<file path="src/common/muldiv_config.svh">
/*
 * Multiply/divide unit configuration.
 * Datapath width and divider iteration counter width.
 */

`ifndef MULDIV_CONFIG_SVH
`define MULDIV_CONFIG_SVH

// Operand and result width in bits.
`define MULDIV_DATA_WIDTH 32

// Divider counter width, large enough to hold MULDIV_DATA_WIDTH-1.
`define MULDIV_CNT_WIDTH 6

`endif

</file>
<file path="src/common/muldiv_pkg.sv">
/*
 * Multiply/divide shared types.
 * RISC-V M-extension operation codes and front-end FSM states.
 */

package muldiv_pkg;

	// Operation code, equal to the funct3 field of the M-extension instruction.
	typedef enum logic [2:0] {
		MUL_OP    = 3'd0,  // Signed x signed, low word.
		MULH_OP   = 3'd1,  // Signed x signed, high word.
		MULHSU_OP = 3'd2,  // Signed rs1 x unsigned rs2, high word.
		MULHU_OP  = 3'd3,  // Unsigned x unsigned, high word.
		DIV_OP    = 3'd4,  // Signed quotient.
		DIVU_OP   = 3'd5,  // Unsigned quotient.
		REM_OP    = 3'd6,  // Signed remainder.
		REMU_OP   = 3'd7   // Unsigned remainder.
	} muldiv_op_e;

	// Front-end sequencing states.
	typedef enum logic [1:0] {
		IDLE_ST  = 2'd0,  // Ready for a new request.
		START_ST = 2'd1,  // Start pulse to the arithmetic unit.
		WAIT_ST  = 2'd2,  // Waiting for the divider to go idle.
		RESP_ST  = 2'd3   // Response held until taken.
	} issue_state_e;

endpackage

</file>
<file path="src/design/muldiv_issue.sv">
/*
 * Multiply/divide front end.
 * Accepts one request, sequences start and busy, buffers the response.
 */

`timescale 1ns/1ps
`include "muldiv_config.svh"

module muldiv_issue (
	input  logic                          clk,
	input  logic                          rstLow,
	input  logic                          req_valid_i,
	output logic                          req_ready_o,
	input  muldiv_pkg::muldiv_op_e        req_op_i,
	input  logic [`MULDIV_DATA_WIDTH-1:0] req_rs1_i,
	input  logic [`MULDIV_DATA_WIDTH-1:0] req_rs2_i,
	output logic                          rsp_valid_o,
	input  logic                          rsp_ready_i,
	output logic [`MULDIV_DATA_WIDTH-1:0] rsp_data_o,
	output muldiv_pkg::muldiv_op_e        op_o,     // Held op to the unit.
	output logic [`MULDIV_DATA_WIDTH-1:0] rs1_o,    // Held operands.
	output logic [`MULDIV_DATA_WIDTH-1:0] rs2_o,
	output logic                          start_o,  // One-cycle start.
	input  logic                          busy_i,   // Divider running.
	input  logic [`MULDIV_DATA_WIDTH-1:0] result_i  // Unit result.
);

	muldiv_pkg::issue_state_e state_q; // Current state.
	muldiv_pkg::issue_state_e state_d; // Next state.

	logic                          accept;    // Request transfers this cycle.
	logic                          done;      // Result ready to capture.
	muldiv_pkg::muldiv_op_e        op_q;
	logic [`MULDIV_DATA_WIDTH-1:0] rs1_q;
	logic [`MULDIV_DATA_WIDTH-1:0] rs2_q;
	logic [`MULDIV_DATA_WIDTH-1:0] rsp_data_q; // Response buffer.

	assign accept = req_valid_i && (state_q == muldiv_pkg::IDLE_ST);
	assign done   = (state_q == muldiv_pkg::WAIT_ST) && !busy_i;

	// Next state.
	always_comb begin
		state_d = state_q;
		case (state_q)
			muldiv_pkg::IDLE_ST:  if (accept) state_d = muldiv_pkg::START_ST;
			muldiv_pkg::START_ST: state_d = muldiv_pkg::WAIT_ST; // Single cycle.
			muldiv_pkg::WAIT_ST:  if (done) state_d = muldiv_pkg::RESP_ST;
			muldiv_pkg::RESP_ST:  if (rsp_ready_i) state_d = muldiv_pkg::IDLE_ST;
		endcase
	end

	always_ff @(posedge clk or negedge rstLow) begin
		if (!rstLow) begin
			state_q <= muldiv_pkg::IDLE_ST;
		end else begin
			state_q <= state_d;
		end
	end

	// Request and response payload.
	always_ff @(posedge clk) begin
		if (accept) begin
			op_q  <= req_op_i;
			rs1_q <= req_rs1_i;
			rs2_q <= req_rs2_i;
		end
		if (done) begin
			rsp_data_q <= result_i; // First idle cycle after start.
		end
	end

	assign req_ready_o = (state_q == muldiv_pkg::IDLE_ST);
	assign start_o     = (state_q == muldiv_pkg::START_ST);
	assign rsp_valid_o = (state_q == muldiv_pkg::RESP_ST);
	assign rsp_data_o  = rsp_data_q;
	assign op_o        = op_q;
	assign rs1_o       = rs1_q;
	assign rs2_o       = rs2_q;

endmodule

</file>
<file path="src/design/muldiv_top.sv">
/*
 * Multiply/divide top level.
 * Front end and arithmetic unit.
 */

`timescale 1ns/1ps
`include "muldiv_config.svh"

module muldiv_top (
	input  logic                          clk,
	input  logic                          rstLow,
	input  logic                          req_valid_i,
	output logic                          req_ready_o,
	input  muldiv_pkg::muldiv_op_e        req_op_i,
	input  logic [`MULDIV_DATA_WIDTH-1:0] req_rs1_i,
	input  logic [`MULDIV_DATA_WIDTH-1:0] req_rs2_i,
	output logic                          rsp_valid_o,
	input  logic                          rsp_ready_i,
	output logic [`MULDIV_DATA_WIDTH-1:0] rsp_data_o
);

	muldiv_pkg::muldiv_op_e        op;     // Held operation.
	logic [`MULDIV_DATA_WIDTH-1:0] rs1;    // Held operands.
	logic [`MULDIV_DATA_WIDTH-1:0] rs2;
	logic                          start;  // Start pulse.
	logic                          busy;   // Divider busy.
	logic [`MULDIV_DATA_WIDTH-1:0] result; // Unit result.

	muldiv_issue issue0 (
		.clk         (clk),
		.rstLow      (rstLow),
		.req_valid_i (req_valid_i),
		.req_ready_o (req_ready_o),
		.req_op_i    (req_op_i),
		.req_rs1_i   (req_rs1_i),
		.req_rs2_i   (req_rs2_i),
		.rsp_valid_o (rsp_valid_o),
		.rsp_ready_i (rsp_ready_i),
		.rsp_data_o  (rsp_data_o),
		.op_o        (op),
		.rs1_o       (rs1),
		.rs2_o       (rs2),
		.start_o     (start),
		.busy_i      (busy),
		.result_i    (result)
	);

	muldiv_unit unit0 (
		.clk      (clk),
		.rstLow   (rstLow),
		.op_i     (op),
		.rs1_i    (rs1),
		.rs2_i    (rs2),
		.start_i  (start),
		.busy_o   (busy),
		.result_o (result)
	);

endmodule

</file>
<file path="src/muldiv/muldiv_unit.sv">
/*
 * M-extension arithmetic unit.
 * Combinational multiply, iterative divide, sign fix-ups,
 * special cases and remainder reuse.
 */

`timescale 1ns/1ps
`include "muldiv_config.svh"

module muldiv_unit (
	input  logic                          clk,
	input  logic                          rstLow,
	input  muldiv_pkg::muldiv_op_e        op_i,    // Operation select.
	input  logic [`MULDIV_DATA_WIDTH-1:0] rs1_i,   // Multiplicand or dividend.
	input  logic [`MULDIV_DATA_WIDTH-1:0] rs2_i,   // Multiplier or divisor.
	input  logic                          start_i, // One-cycle start pulse.
	output logic                          busy_o,  // Divider running.
	output logic [`MULDIV_DATA_WIDTH-1:0] result_o // Result, valid when not busy.
);

	localparam int W = `MULDIV_DATA_WIDTH;

	logic           rs1_neg;    // Sign bit of rs1.
	logic           rs2_neg;    // Sign bit of rs2.
	logic           rs1_signed; // rs1 is a signed operand.
	logic           rs2_signed; // rs2 is a signed operand.
	logic [W-1:0]   a_op;       // Magnitude or raw rs1.
	logic [W-1:0]   b_op;       // Magnitude or raw rs2.
	logic [2*W-1:0] product;    // Unsigned product.
	logic [2*W-1:0] product_ng; // Negated product.
	logic [2*W-1:0] mul_ss;     // Signed x signed product.
	logic [2*W-1:0] mul_su;     // Signed x unsigned product.
	logic [W-1:0]   div_q;      // Unsigned quotient.
	logic [W-1:0]   div_r;      // Unsigned remainder.
	logic [W-1:0]   q_fixed;    // Quotient with sign applied.
	logic [W-1:0]   r_fixed;    // Remainder with sign applied.
	logic [W-1:0]   q_out;      // Final DIV/DIVU result.
	logic [W-1:0]   r_out;      // Final REM/REMU result.
	logic           is_div;     // Any of DIV, DIVU, REM, REMU.
	logic           is_sdiv;    // Signed division, DIV or REM.
	logic           div_zero;   // Divisor is zero.
	logic           div_ovf;    // Most negative by minus one.
	logic           reuse;      // Remainder already in the divider.
	logic           div_start;  // Qualified divider start.

	muldiv_pkg::muldiv_op_e prev_op;  // Op of the previous request.
	logic [W-1:0]           prev_rs1; // Its operands.
	logic [W-1:0]           prev_rs2;

	//**************************************************
	// Operand conditioning
	//**************************************************
	assign rs1_neg = rs1_i[W-1];
	assign rs2_neg = rs2_i[W-1];

	// rs1 is signed for everything except MULHU, DIVU, REMU.
	assign rs1_signed = (op_i == muldiv_pkg::MUL_OP) || (op_i == muldiv_pkg::MULH_OP) ||
	                    (op_i == muldiv_pkg::MULHSU_OP) || (op_i == muldiv_pkg::DIV_OP) ||
	                    (op_i == muldiv_pkg::REM_OP);
	// rs2 is signed except in MULHSU and the unsigned ops.
	assign rs2_signed = (op_i == muldiv_pkg::MUL_OP) || (op_i == muldiv_pkg::MULH_OP) ||
	                    (op_i == muldiv_pkg::DIV_OP) || (op_i == muldiv_pkg::REM_OP);

	assign a_op = (rs1_signed && rs1_neg) ? (~rs1_i + 1'b1) : rs1_i; // Absolute value.
	assign b_op = (rs2_signed && rs2_neg) ? (~rs2_i + 1'b1) : rs2_i;

	//**************************************************
	// Multiplier
	//**************************************************
	assign product    = {{W{1'b0}}, a_op} * {{W{1'b0}}, b_op}; // Full 2W-bit product.
	assign product_ng = ~product + 1'b1;
	assign mul_ss     = (rs1_neg ^ rs2_neg) ? product_ng : product; // Signs differ.
	assign mul_su     = rs1_neg ? product_ng : product; // Only rs1 carries a sign.

	//**************************************************
	// Division special cases and reuse
	//**************************************************
	assign is_div   = op_i[2];
	assign is_sdiv  = (op_i == muldiv_pkg::DIV_OP) || (op_i == muldiv_pkg::REM_OP);
	assign div_zero = (rs2_i == '0);
	assign div_ovf  = (rs1_i == {1'b1, {(W-1){1'b0}}}) && (rs2_i == '1);

	// Same operands as a DIV/DIVU just done, divider already holds the remainder.
	assign reuse = (((op_i == muldiv_pkg::REM_OP) && (prev_op == muldiv_pkg::DIV_OP)) ||
	                ((op_i == muldiv_pkg::REMU_OP) && (prev_op == muldiv_pkg::DIVU_OP))) &&
	               (rs1_i == prev_rs1) && (rs2_i == prev_rs2);

	// Run the divider only when its result is really needed.
	assign div_start = start_i && is_div && !div_zero && !(is_sdiv && div_ovf) && !reuse;

	// Remember each request at its start pulse.
	always_ff @(posedge clk or negedge rstLow) begin
		if (!rstLow) begin
			prev_op <= muldiv_pkg::MUL_OP; // No reuse right after reset.
		end else if (start_i) begin
			prev_op <= op_i;
		end
	end

	always_ff @(posedge clk) begin
		if (start_i) begin
			prev_rs1 <= rs1_i;
			prev_rs2 <= rs2_i;
		end
	end

	restoring_divider div0 (
		.clk     (clk),
		.rstLow  (rstLow),
		.a_i     (a_op),
		.b_i     (b_op),
		.start_i (div_start),
		.q_o     (div_q),
		.r_o     (div_r),
		.busy_o  (busy_o)
	);

	//**************************************************
	// Sign fix-up and result select
	//**************************************************
	assign q_fixed = (rs1_neg ^ rs2_neg) ? (~div_q + 1'b1) : div_q; // Signs differ.
	assign r_fixed = rs1_neg ? (~div_r + 1'b1) : div_r;             // Follows the dividend.

	assign q_out = div_zero             ? '1    :  // Quotient of all ones.
	               (is_sdiv && div_ovf) ? rs1_i :  // Overflow returns the dividend.
	               is_sdiv              ? q_fixed : div_q;
	assign r_out = div_zero             ? rs1_i :  // Remainder is the dividend.
	               (is_sdiv && div_ovf) ? '0    :
	               is_sdiv              ? r_fixed : div_r;

	always_comb begin
		case (op_i)
			muldiv_pkg::MUL_OP:    result_o = mul_ss[W-1:0];
			muldiv_pkg::MULH_OP:   result_o = mul_ss[2*W-1:W];
			muldiv_pkg::MULHSU_OP: result_o = mul_su[2*W-1:W];
			muldiv_pkg::MULHU_OP:  result_o = product[2*W-1:W]; // No sign fix.
			muldiv_pkg::DIV_OP:    result_o = q_out;
			muldiv_pkg::DIVU_OP:   result_o = q_out;
			muldiv_pkg::REM_OP:    result_o = r_out;
			muldiv_pkg::REMU_OP:   result_o = r_out;
		endcase
	end

endmodule

</file>
<file path="src/muldiv/restoring_divider.sv">
/*
 * Restoring divider.
 * Unsigned iterative division, one quotient bit per clock.
 */

`timescale 1ns/1ps
`include "muldiv_config.svh"

module restoring_divider (
	input  logic                          clk,
	input  logic                          rstLow,
	input  logic [`MULDIV_DATA_WIDTH-1:0] a_i,     // Dividend.
	input  logic [`MULDIV_DATA_WIDTH-1:0] b_i,     // Divisor.
	input  logic                          start_i, // Load operands and begin.
	output logic [`MULDIV_DATA_WIDTH-1:0] q_o,     // Quotient.
	output logic [`MULDIV_DATA_WIDTH-1:0] r_o,     // Remainder.
	output logic                          busy_o   // High while iterating.
);

	localparam int W = `MULDIV_DATA_WIDTH;

	logic                         busy_q;    // Iteration in progress.
	logic [`MULDIV_CNT_WIDTH-1:0] cnt_q;     // Iterations still to go, minus one.
	logic [W-1:0]                 quo_q;     // Dividend shifts out, quotient shifts in.
	logic [W-1:0]                 rem_q;     // Partial remainder.
	logic [W-1:0]                 dvs_q;     // Held divisor.
	logic [W:0]                   rem_shift; // Remainder with next dividend bit appended.
	logic [W:0]                   rem_diff;  // Trial subtraction.

	// Partial remainder stays below the divisor, so one extra bit is enough.
	assign rem_shift = {rem_q, quo_q[W-1]};
	assign rem_diff  = rem_shift - {1'b0, dvs_q};

	// Control. Busy rises on the start edge and lasts W cycles.
	always_ff @(posedge clk or negedge rstLow) begin
		if (!rstLow) begin
			busy_q <= 1'b0;
			cnt_q  <= '0;
		end else if (start_i && !busy_q) begin
			busy_q <= 1'b1;
			cnt_q  <= `MULDIV_CNT_WIDTH'(W - 1); // W iterations.
		end else if (busy_q) begin
			if (cnt_q == '0) begin
				busy_q <= 1'b0; // Last bit done.
			end else begin
				cnt_q <= cnt_q - 1'b1;
			end
		end
	end

	// Datapath. Values hold after completion.
	always_ff @(posedge clk) begin
		if (start_i && !busy_q) begin
			quo_q <= a_i;
			rem_q <= '0;
			dvs_q <= b_i;
		end else if (busy_q) begin
			if (rem_diff[W]) begin
				// Negative trial, restore the shifted remainder.
				rem_q <= rem_shift[W-1:0];
				quo_q <= {quo_q[W-2:0], 1'b0};
			end else begin
				rem_q <= rem_diff[W-1:0];
				quo_q <= {quo_q[W-2:0], 1'b1};
			end
		end
	end

	assign q_o    = quo_q;
	assign r_o    = rem_q;
	assign busy_o = busy_q;

endmodule

</file>
<file path="config.mk">
export PLATFORM = sky130hd
export DESIGN_NAME = muldiv_top
export DESIGN_NICKNAME = d
export VERILOG_FILES = /design/src/common/muldiv_pkg.sv /design/src/design/muldiv_issue.sv /design/src/design/muldiv_top.sv /design/src/muldiv/muldiv_unit.sv /design/src/muldiv/restoring_divider.sv
export VERILOG_INCLUDE_DIRS = /design/src /design/src/common
export SDC_FILE = /design/constraint.sdc
export NUM_CORES = 2
export LEC_CHECK = 0
export BUFFER_PORTS_ARGS = -buffer_cell sky130_fd_sc_hd__buf_2
export CAP_MARGIN = 20
export CORE_MARGIN = 4
export CORE_UTILIZATION = 35
export DETAILED_ROUTE_END_ITERATION = 10
export GPL_TIMING_DRIVEN = 0
export PLACE_DENSITY = 0.51
export RECOVER_POWER = 50
export SYNTH_ARGS = -nofsm -noshare
export SYNTH_HDL_FRONTEND = slang
export SYNTH_SLANG_ARGS = --single-unit
</file>
<file path="constraint.sdc">
create_clock -name clk -period 16.8 [get_ports clk]
set_clock_uncertainty 0.2 [all_clocks]
set_input_delay 3.36 -clock clk [delete_from_list [all_inputs] [get_ports clk]]
set_output_delay 3.36 -clock clk [all_outputs]
set_load 0.005 [all_outputs]
</file>
=== Yosys cells after proc, flatten, opt, wreduce, memory -nomap -nowiden ===
Index checks and enable logic that the tools add are counted.

* Input port bits: 71
* Bits in registers: 271
* Logic and storage cells: 110
* Output and inout bits: 34

* Bitwise operators: 6
* Reduce and logical (&&, ||, !) cells: 36
* Multiply operators: 1
* Equality and inequality tests: 20
* Multiplexer cells: 27
* $add $sub $neg: 7

{| class="wikitable"
|+ Operator list
! cell !! number
|-
| $mux W32 || 13
|-
| $pmux W32 S6 || 1
|-
| $add A32 B1 Y32 const B || 4
|-
| $mux W64 || 2
|-
| $not A32 Y32 || 4
|-
| $add A64 B1 Y64 const B || 1
|-
| $eq A32 B32 Y1 || 2
|-
| $eq A32 B32 Y1 const B || 2
|-
| $mul A32 B32 Y64 || 1
|-
| $not A64 Y64 || 1
|-
| $sub A33 B32 Y33 || 1
|-
| $logic_not A32 Y1 || 1
|-
| $eq A3 B3 Y1 const B || 6
|-
| $mux W6 || 3
|-
| $logic_and A1 B1 Y1 || 15
|-
| $logic_or A1 B1 Y1 || 8
|-
| $ne A2 B1 Y1 const B || 4
|-
| $pmux W2 S4 || 1
|-
| $eq A3 B2 Y1 const B || 2
|-
| $logic_not A6 Y1 || 1
|-
| $mux W2 || 3
|-
| $sub A6 B1 Y6 const B || 1
|-
| $eq A2 B2 Y1 const B || 2
|-
| $logic_not A1 Y1 || 4
|-
| other kinds (10) || 14
|}

=== Logic depth before layout (Yosys ltp) ===
* Depth after elaboration: 12
* Mapped depth: 44
* Gate-level depth less buffers: 38

=== By module ===
Synthesis repeated with hierarchy kept, for this count alone.

* Cells, all modules: 5867
* Area total of the unflattened synthesis: 51222.9 µm²

{| class="wikitable"
|+ Modules (own cells, without submodules)
! module !! instances !! cells an instance !! sequential area each (µm²) !! area an instance (µm²)
|-
| muldiv_unit || 1 || 5121 || 1996.9 || 42140.4
|-
| restoring_divider || 1 || 629 || 2737.6 || 5925.7
|-
| muldiv_issue || 1 || 117 || 3022.9 || 3156.8
|}

=== Least setup slack after synthesis ===
OpenSTA, ideal clock, no wires.

* Path type: register to register
* Start: register issue0.rs1_q[0], in the netlist issue0.rs1_o[0]
* End: register issue0.rsp_data_q[29], in the netlist issue0.rsp_data_o[29], data pin
* Period minus slack after synthesis: 11.168 ns
* Arrival time: 10.710 ns
* Stages on the path, launching flop included: 39
* Data required time: 16.341 ns
* Setup time: 0.259 ns
* Setup slack: 5.632 ns
* Path buffers: 5
* Cells stage by stage: edfxtp_1 clkinv_1 clkbuf_1 ha_1 nand3b_1 nor4_1 nand2_1 o41ai_1 xor2_1 clkbuf_1 nor2_1 fa_1 inv_1 fa_1 fa_1 fa_1 inv_1 fa_1 (+3 left out) fa_1 inv_1 ha_1 clkbuf_1 and4_1 clkbuf_1 and2_1 a221o_1 or3_1 a211o_1 a21o_1 a221oi_1 and4b_1 buf_2 nor4b_2 and2_1 a311oi_1 a211o_1

* Cells in the longest elaborated chain, start to end: 8
* Elaborated cells between the ends (all ways): 16
* Those cells by class: add/sub (2); mul (1); eq/ne (1); mux (8); bitwise (2); reduce/logical (2)

{| class="wikitable"
|+ RTL lines
! item !! RTL line !! text
|-
| start: declaration || muldiv_issue.sv:34 || <nowiki>logic [`MULDIV_DATA_WIDTH-1:0] rs1_q;</nowiki>
|-
| start signal: assignment || muldiv_issue.sv:64 || <nowiki>rs1_q <= req_rs1_i;</nowiki>
|-
| $not A32 Y32 || muldiv_unit.sv:64 || <nowiki>assign a_op = (rs1_signed && rs1_neg) ? (~rs1_i + 1'b1) : rs1_i;</nowiki>
|-
| $add A32 B1 Y32 || muldiv_unit.sv:64 ||
|-
| $mux W32 || muldiv_unit.sv:64 ||
|-
| $mul A32 B32 Y64 || muldiv_unit.sv:70 || <nowiki>assign product = {{W{1'b0}}, a_op} * {{W{1'b0}}, b_op};</nowiki>
|-
| $not A64 Y64 || muldiv_unit.sv:71 || <nowiki>assign product_ng = ~product + 1'b1;</nowiki>
|-
| $add A64 B1 Y64 || muldiv_unit.sv:71 ||
|-
| $mux W64, on equally long branches || muldiv_unit.sv:73, muldiv_unit.sv:72 ||
|-
| $pmux W32 S6 (*) || muldiv_unit.sv:132 || <nowiki>case (op_i)</nowiki>
|-
| net issue0.result_i[29] || muldiv_issue.sv:25 || <nowiki>input logic [`MULDIV_DATA_WIDTH-1:0] result_i</nowiki>
|-
| end signal: assignment || muldiv_issue.sv:68 || <nowiki>rsp_data_q <= result_i;</nowiki>
|-
| end: declaration || muldiv_issue.sv:36 || <nowiki>logic [`MULDIV_DATA_WIDTH-1:0] rsp_data_q;</nowiki>
|}

The timed path passes the listed nets; every way through them passes the cells marked *.
A chain may end at the register's enable or synchronous reset.

=== Final worst setup path ===
* Start: register issue0.rs1_q[0], in the netlist issue0.rs1_o[0]
* End: register issue0.rsp_data_q[12], in the netlist issue0.rsp_data_o[12], data pin

The elaborated chain is that of the path after synthesis.

==> summary.txt <==
Run status
  • Status: finished with violations
  • Failing checks: capacitance limit, slew limit

Layout
  • Fraction of layout instances using a drive strength above 1: under 10%
  • Non-filler instance count after layout: ~7.8k
  • Fillers: 14.57k
  • Fin nets: a little over 7k
  • Sequential standard cell area: about 7800 um2
  • Area taken by multi-input logic gates: 37690 um2
  • Area growth from synthesis to layout: 9.865%

Yosys
  • Synth top area share: ~36%
  • Synth top cells by count: inv_1, fa_1, nor2_1, nand2_1, ha_1
  • Count of mapped cells out of synthesis: about 5.7k
  • Synth Warn #: 0
  • Seq/Total Area, Yosys: between 10% and 20%
  • Number of synthesized flops with an enable pin: about 230
  • Share of synthesized flip-flops with an asynchronous set or reset: around 4.4%
  • Largest area contributor in the netlist: fa_1
  • Netlist Area Pre-Place: around 50000 um2
  • Number of distinct standard cells referenced by the synthesized netlist: 87
  • Mapped Avg Cell Area: ~8.8 um2
  • Predominant post-synthesis flop cell: edfxtp_1
  • Post-Synthesis Net Count: 6963
  • Number of flip-flops and latches in the synthesized netlist: around 270
  • Synth area leaders: fa_1, edfxtp_1, ha_1, inv_1, nor2_1
  • Most common cell in the synthesized netlist: inv_1

Critical path
  • Setup slack of the worst register-to-register path: 0.02 ns
  • Data arrival time of the worst path: around 17 ns
  • Worst flop-to-flop path startpoint: issue0.rs1_o[0]
  • Reg-to-Reg End: issue0.rsp_data_o[12]
  • Buffers plus inverters on the worst setup path: 7
  • Kind of critical path: reg2reg
  • Maximum fanout count along the critical path: 10
  • CP max stage delay: 0.97 ns
  • Cell type of the slowest stage on the worst timing path: nor3_1
  • Number of cells on the worst reg-to-reg path: 35
  • Crit path from: issue0.rs1_o[0]
  • Most used cell, CP: fa_1
  • CP startpoint kind: flop
  • Top Family by Delay on Critical Path: adder cells
  • Endpoint class of the critical path: flop
  • Required time reported for the critical path endpoint: roughly 17 ns

Floorplanning
  • Area of the placeable core: ~140000 um2
  • Full die area: approximately 150000 um2
  • Number of ports placed on the die boundary: 105
  • Die Ht: slightly below 400 um
  • Count of standard-cell rows: ~140
  • Die Wd: a little under 400 um
  • Starting utilization of the core area: 35.34%

Global routing
  • Gr usage total: between 30 and 40%
  • Total overflow reported by the global router: 0
  • Global-route wire length before repair: 325400 um
  • Vias in the first global route: ~44k
  • Number of antenna violations at the first check in global routing: 11
  • Maximum number of pins on one net before global-route repair: 68

Placed design
  • Final HPWL DP: 194000 um
  • Cell count after placement: 7751
  • Final weighted congestion of routability-driven global placement: just over 1
  • Post-Place Setup Slack: ~0.58 ns
  • Buffers on Ports: 104

CTS
  • Number of setup buffers added after CTS: 0
  • Clk Latency, worst-skew pair: 0.59 ns
  • Clock tree root buffer cell: clkbuf_16
  • Clock-pin slew on the worst setup and hold paths: 0.07 ns
  • Number of CTS-inserted buffers: 26
  • Count of hold-fix buffers inserted at cts: 0
  • Clock Tree Buf Depth: 3
  • Number of gates resized after cts: 0
  • Clock Sinks: about 270
  • H-tree level count: 1
  • Clock tree from TritonCTS: done

Route
  • DR pass1 iterations: 5
  • Final routed wirelength across all metal layers: around 230000 um
  • Vias post-DR: roughly 43k
  • DRC marker count from the first detailed-route iteration: around 4.7k
  • Wire length per cell: between 20 and 30 um
  • # DRC: 0
  • Number of vias per cell after detailed routing: 5.559
  • Number of routed nets with antenna violations: 0

Timing
  • Setup tns final: 0 ns
  • Headroom to the max-slew limit: -190.2%
  • Final Hold Viols: 0
  • Total setup violations reported at the end of the flow: 0
  • Worst-margin pin slew: approximately 4.4 ns
  • Setup repair after global routing missed its margin: no
  • Fin. max-slew vios: 170
  • Final period utilization: around 100%
  • Tmin final: around 17 ns
  • Final critical-path setup slack: about 0.022 ns
  • Peak clock frequency supported by timing: ~60 MHz

Hold path
  • Class of the worst hold path: reg2reg
  • Beginning of the worst hold path: issue0.rs1_o[31]
  • Endpoint, Worst Hold: unit0.prev_rs1[31]
  • Hold Crit Depth: 0

Job
  • Count of max-cap constraint violations: 4
per-layer routing:
layer	wire length, um	up-vias	global-route usage, %
li1	-	18480	-
met1	94520	22270	40.95
met2	100300	2190	46.30
met3	20840	474	6.282
met4	14690	8	15.22
met5	48	-	0
how the worst max path moves through the flow:
stage                                  endpoint  slack (ns)  cells after the start
final                     issue0.rsp_data_o[12]        0.02                     35
after detailed placement  issue0.rsp_data_o[12]        0.58                     38
after CTS                 issue0.rsp_data_o[12]        0.54                     38
after global placement    issue0.rsp_data_o[12]        0.64                     35
after floorplan           issue0.rsp_data_o[29]        5.63                     38
after global routing      issue0.rsp_data_o[23]        0.19                     38
area by class of cell:
class	count	share of cell area (%)
Clock inverter	18	0.2381
Clock buffer	28	1.232
Multi-Input combinational cell	4098	68.32
Antenna cell	4	0.01814
Sequential cell	271	14.06
Inverter	1013	6.892
Buffer	306	2.121
Tap cell	1890	4.286
Timing Repair Buffer	183	2.828
kinds of logic after synthesis:
kind of cell / after synthesis / share of synthesized area (%)
DFF: 271 / 15.45
buffers and inverters: 1319 / 9.892
muxes: 29 / 0.5880
and+or+nand+nor: 1788 / 15.32
AOI/OAI and AO/OA: 771 / 10.00
xor gates and xnor gates: 306 / 5.337
adders and majority gates: 1204 / 43.41
through the flow:
stage / hold slack (ns) / utilization, % / cell area, um2
detailed placement: 0.2317 / 38.28 / 54400
CTS: 0.2307 / 38.85 / 55210
finish: 0.2323 / 38.82 / 55170
global placement: 0.2301 / 37.37 / 53100
global route: 0.2620 / 38.82 / 55160
floorplan: 0.2244 / - / 50210
sequential cells by signal (all words and copies together), names as in the netlist, 6 cells and up:
name and flops:
issue0.rs2_o 32, unit0.div0.dvs_q 32, unit0.prev_rs2 32, issue0.rs1_o 32
issue0.rsp_data_o 32, unit0.div0.cnt_q 6, unit0.prev_rs1 32, unit0.div0.r_o 32
unit0.div0.q_o 32
layout by cell type (no fill, tap or decap), drive strengths merged, types with 37 or more instances in the layout:
| master | n |
|---|---|
| nor4 | 40 |
| buf | 176 |
| o211ai | 52 |
| xnor2 | 181 |
| and2 | 38 |
| o31ai | 37 |
| o21ai | 196 |
| nand2 | 651 |
| a21oi | 183 |
| ha | 307 |
| nand3 | 65 |
| nor2 | 741 |
| a21o | 39 |
| edfxtp | 227 |
| nand4 | 39 |
| nor3 | 54 |
| inv | 1006 |
| fa | 897 |
| clkbuf | 341 |
| xor2 | 125 |
Power is left out: the tool's default activity adds up to more than one toggle a clock period on the data nets, which glitch-free logic cannot reach.
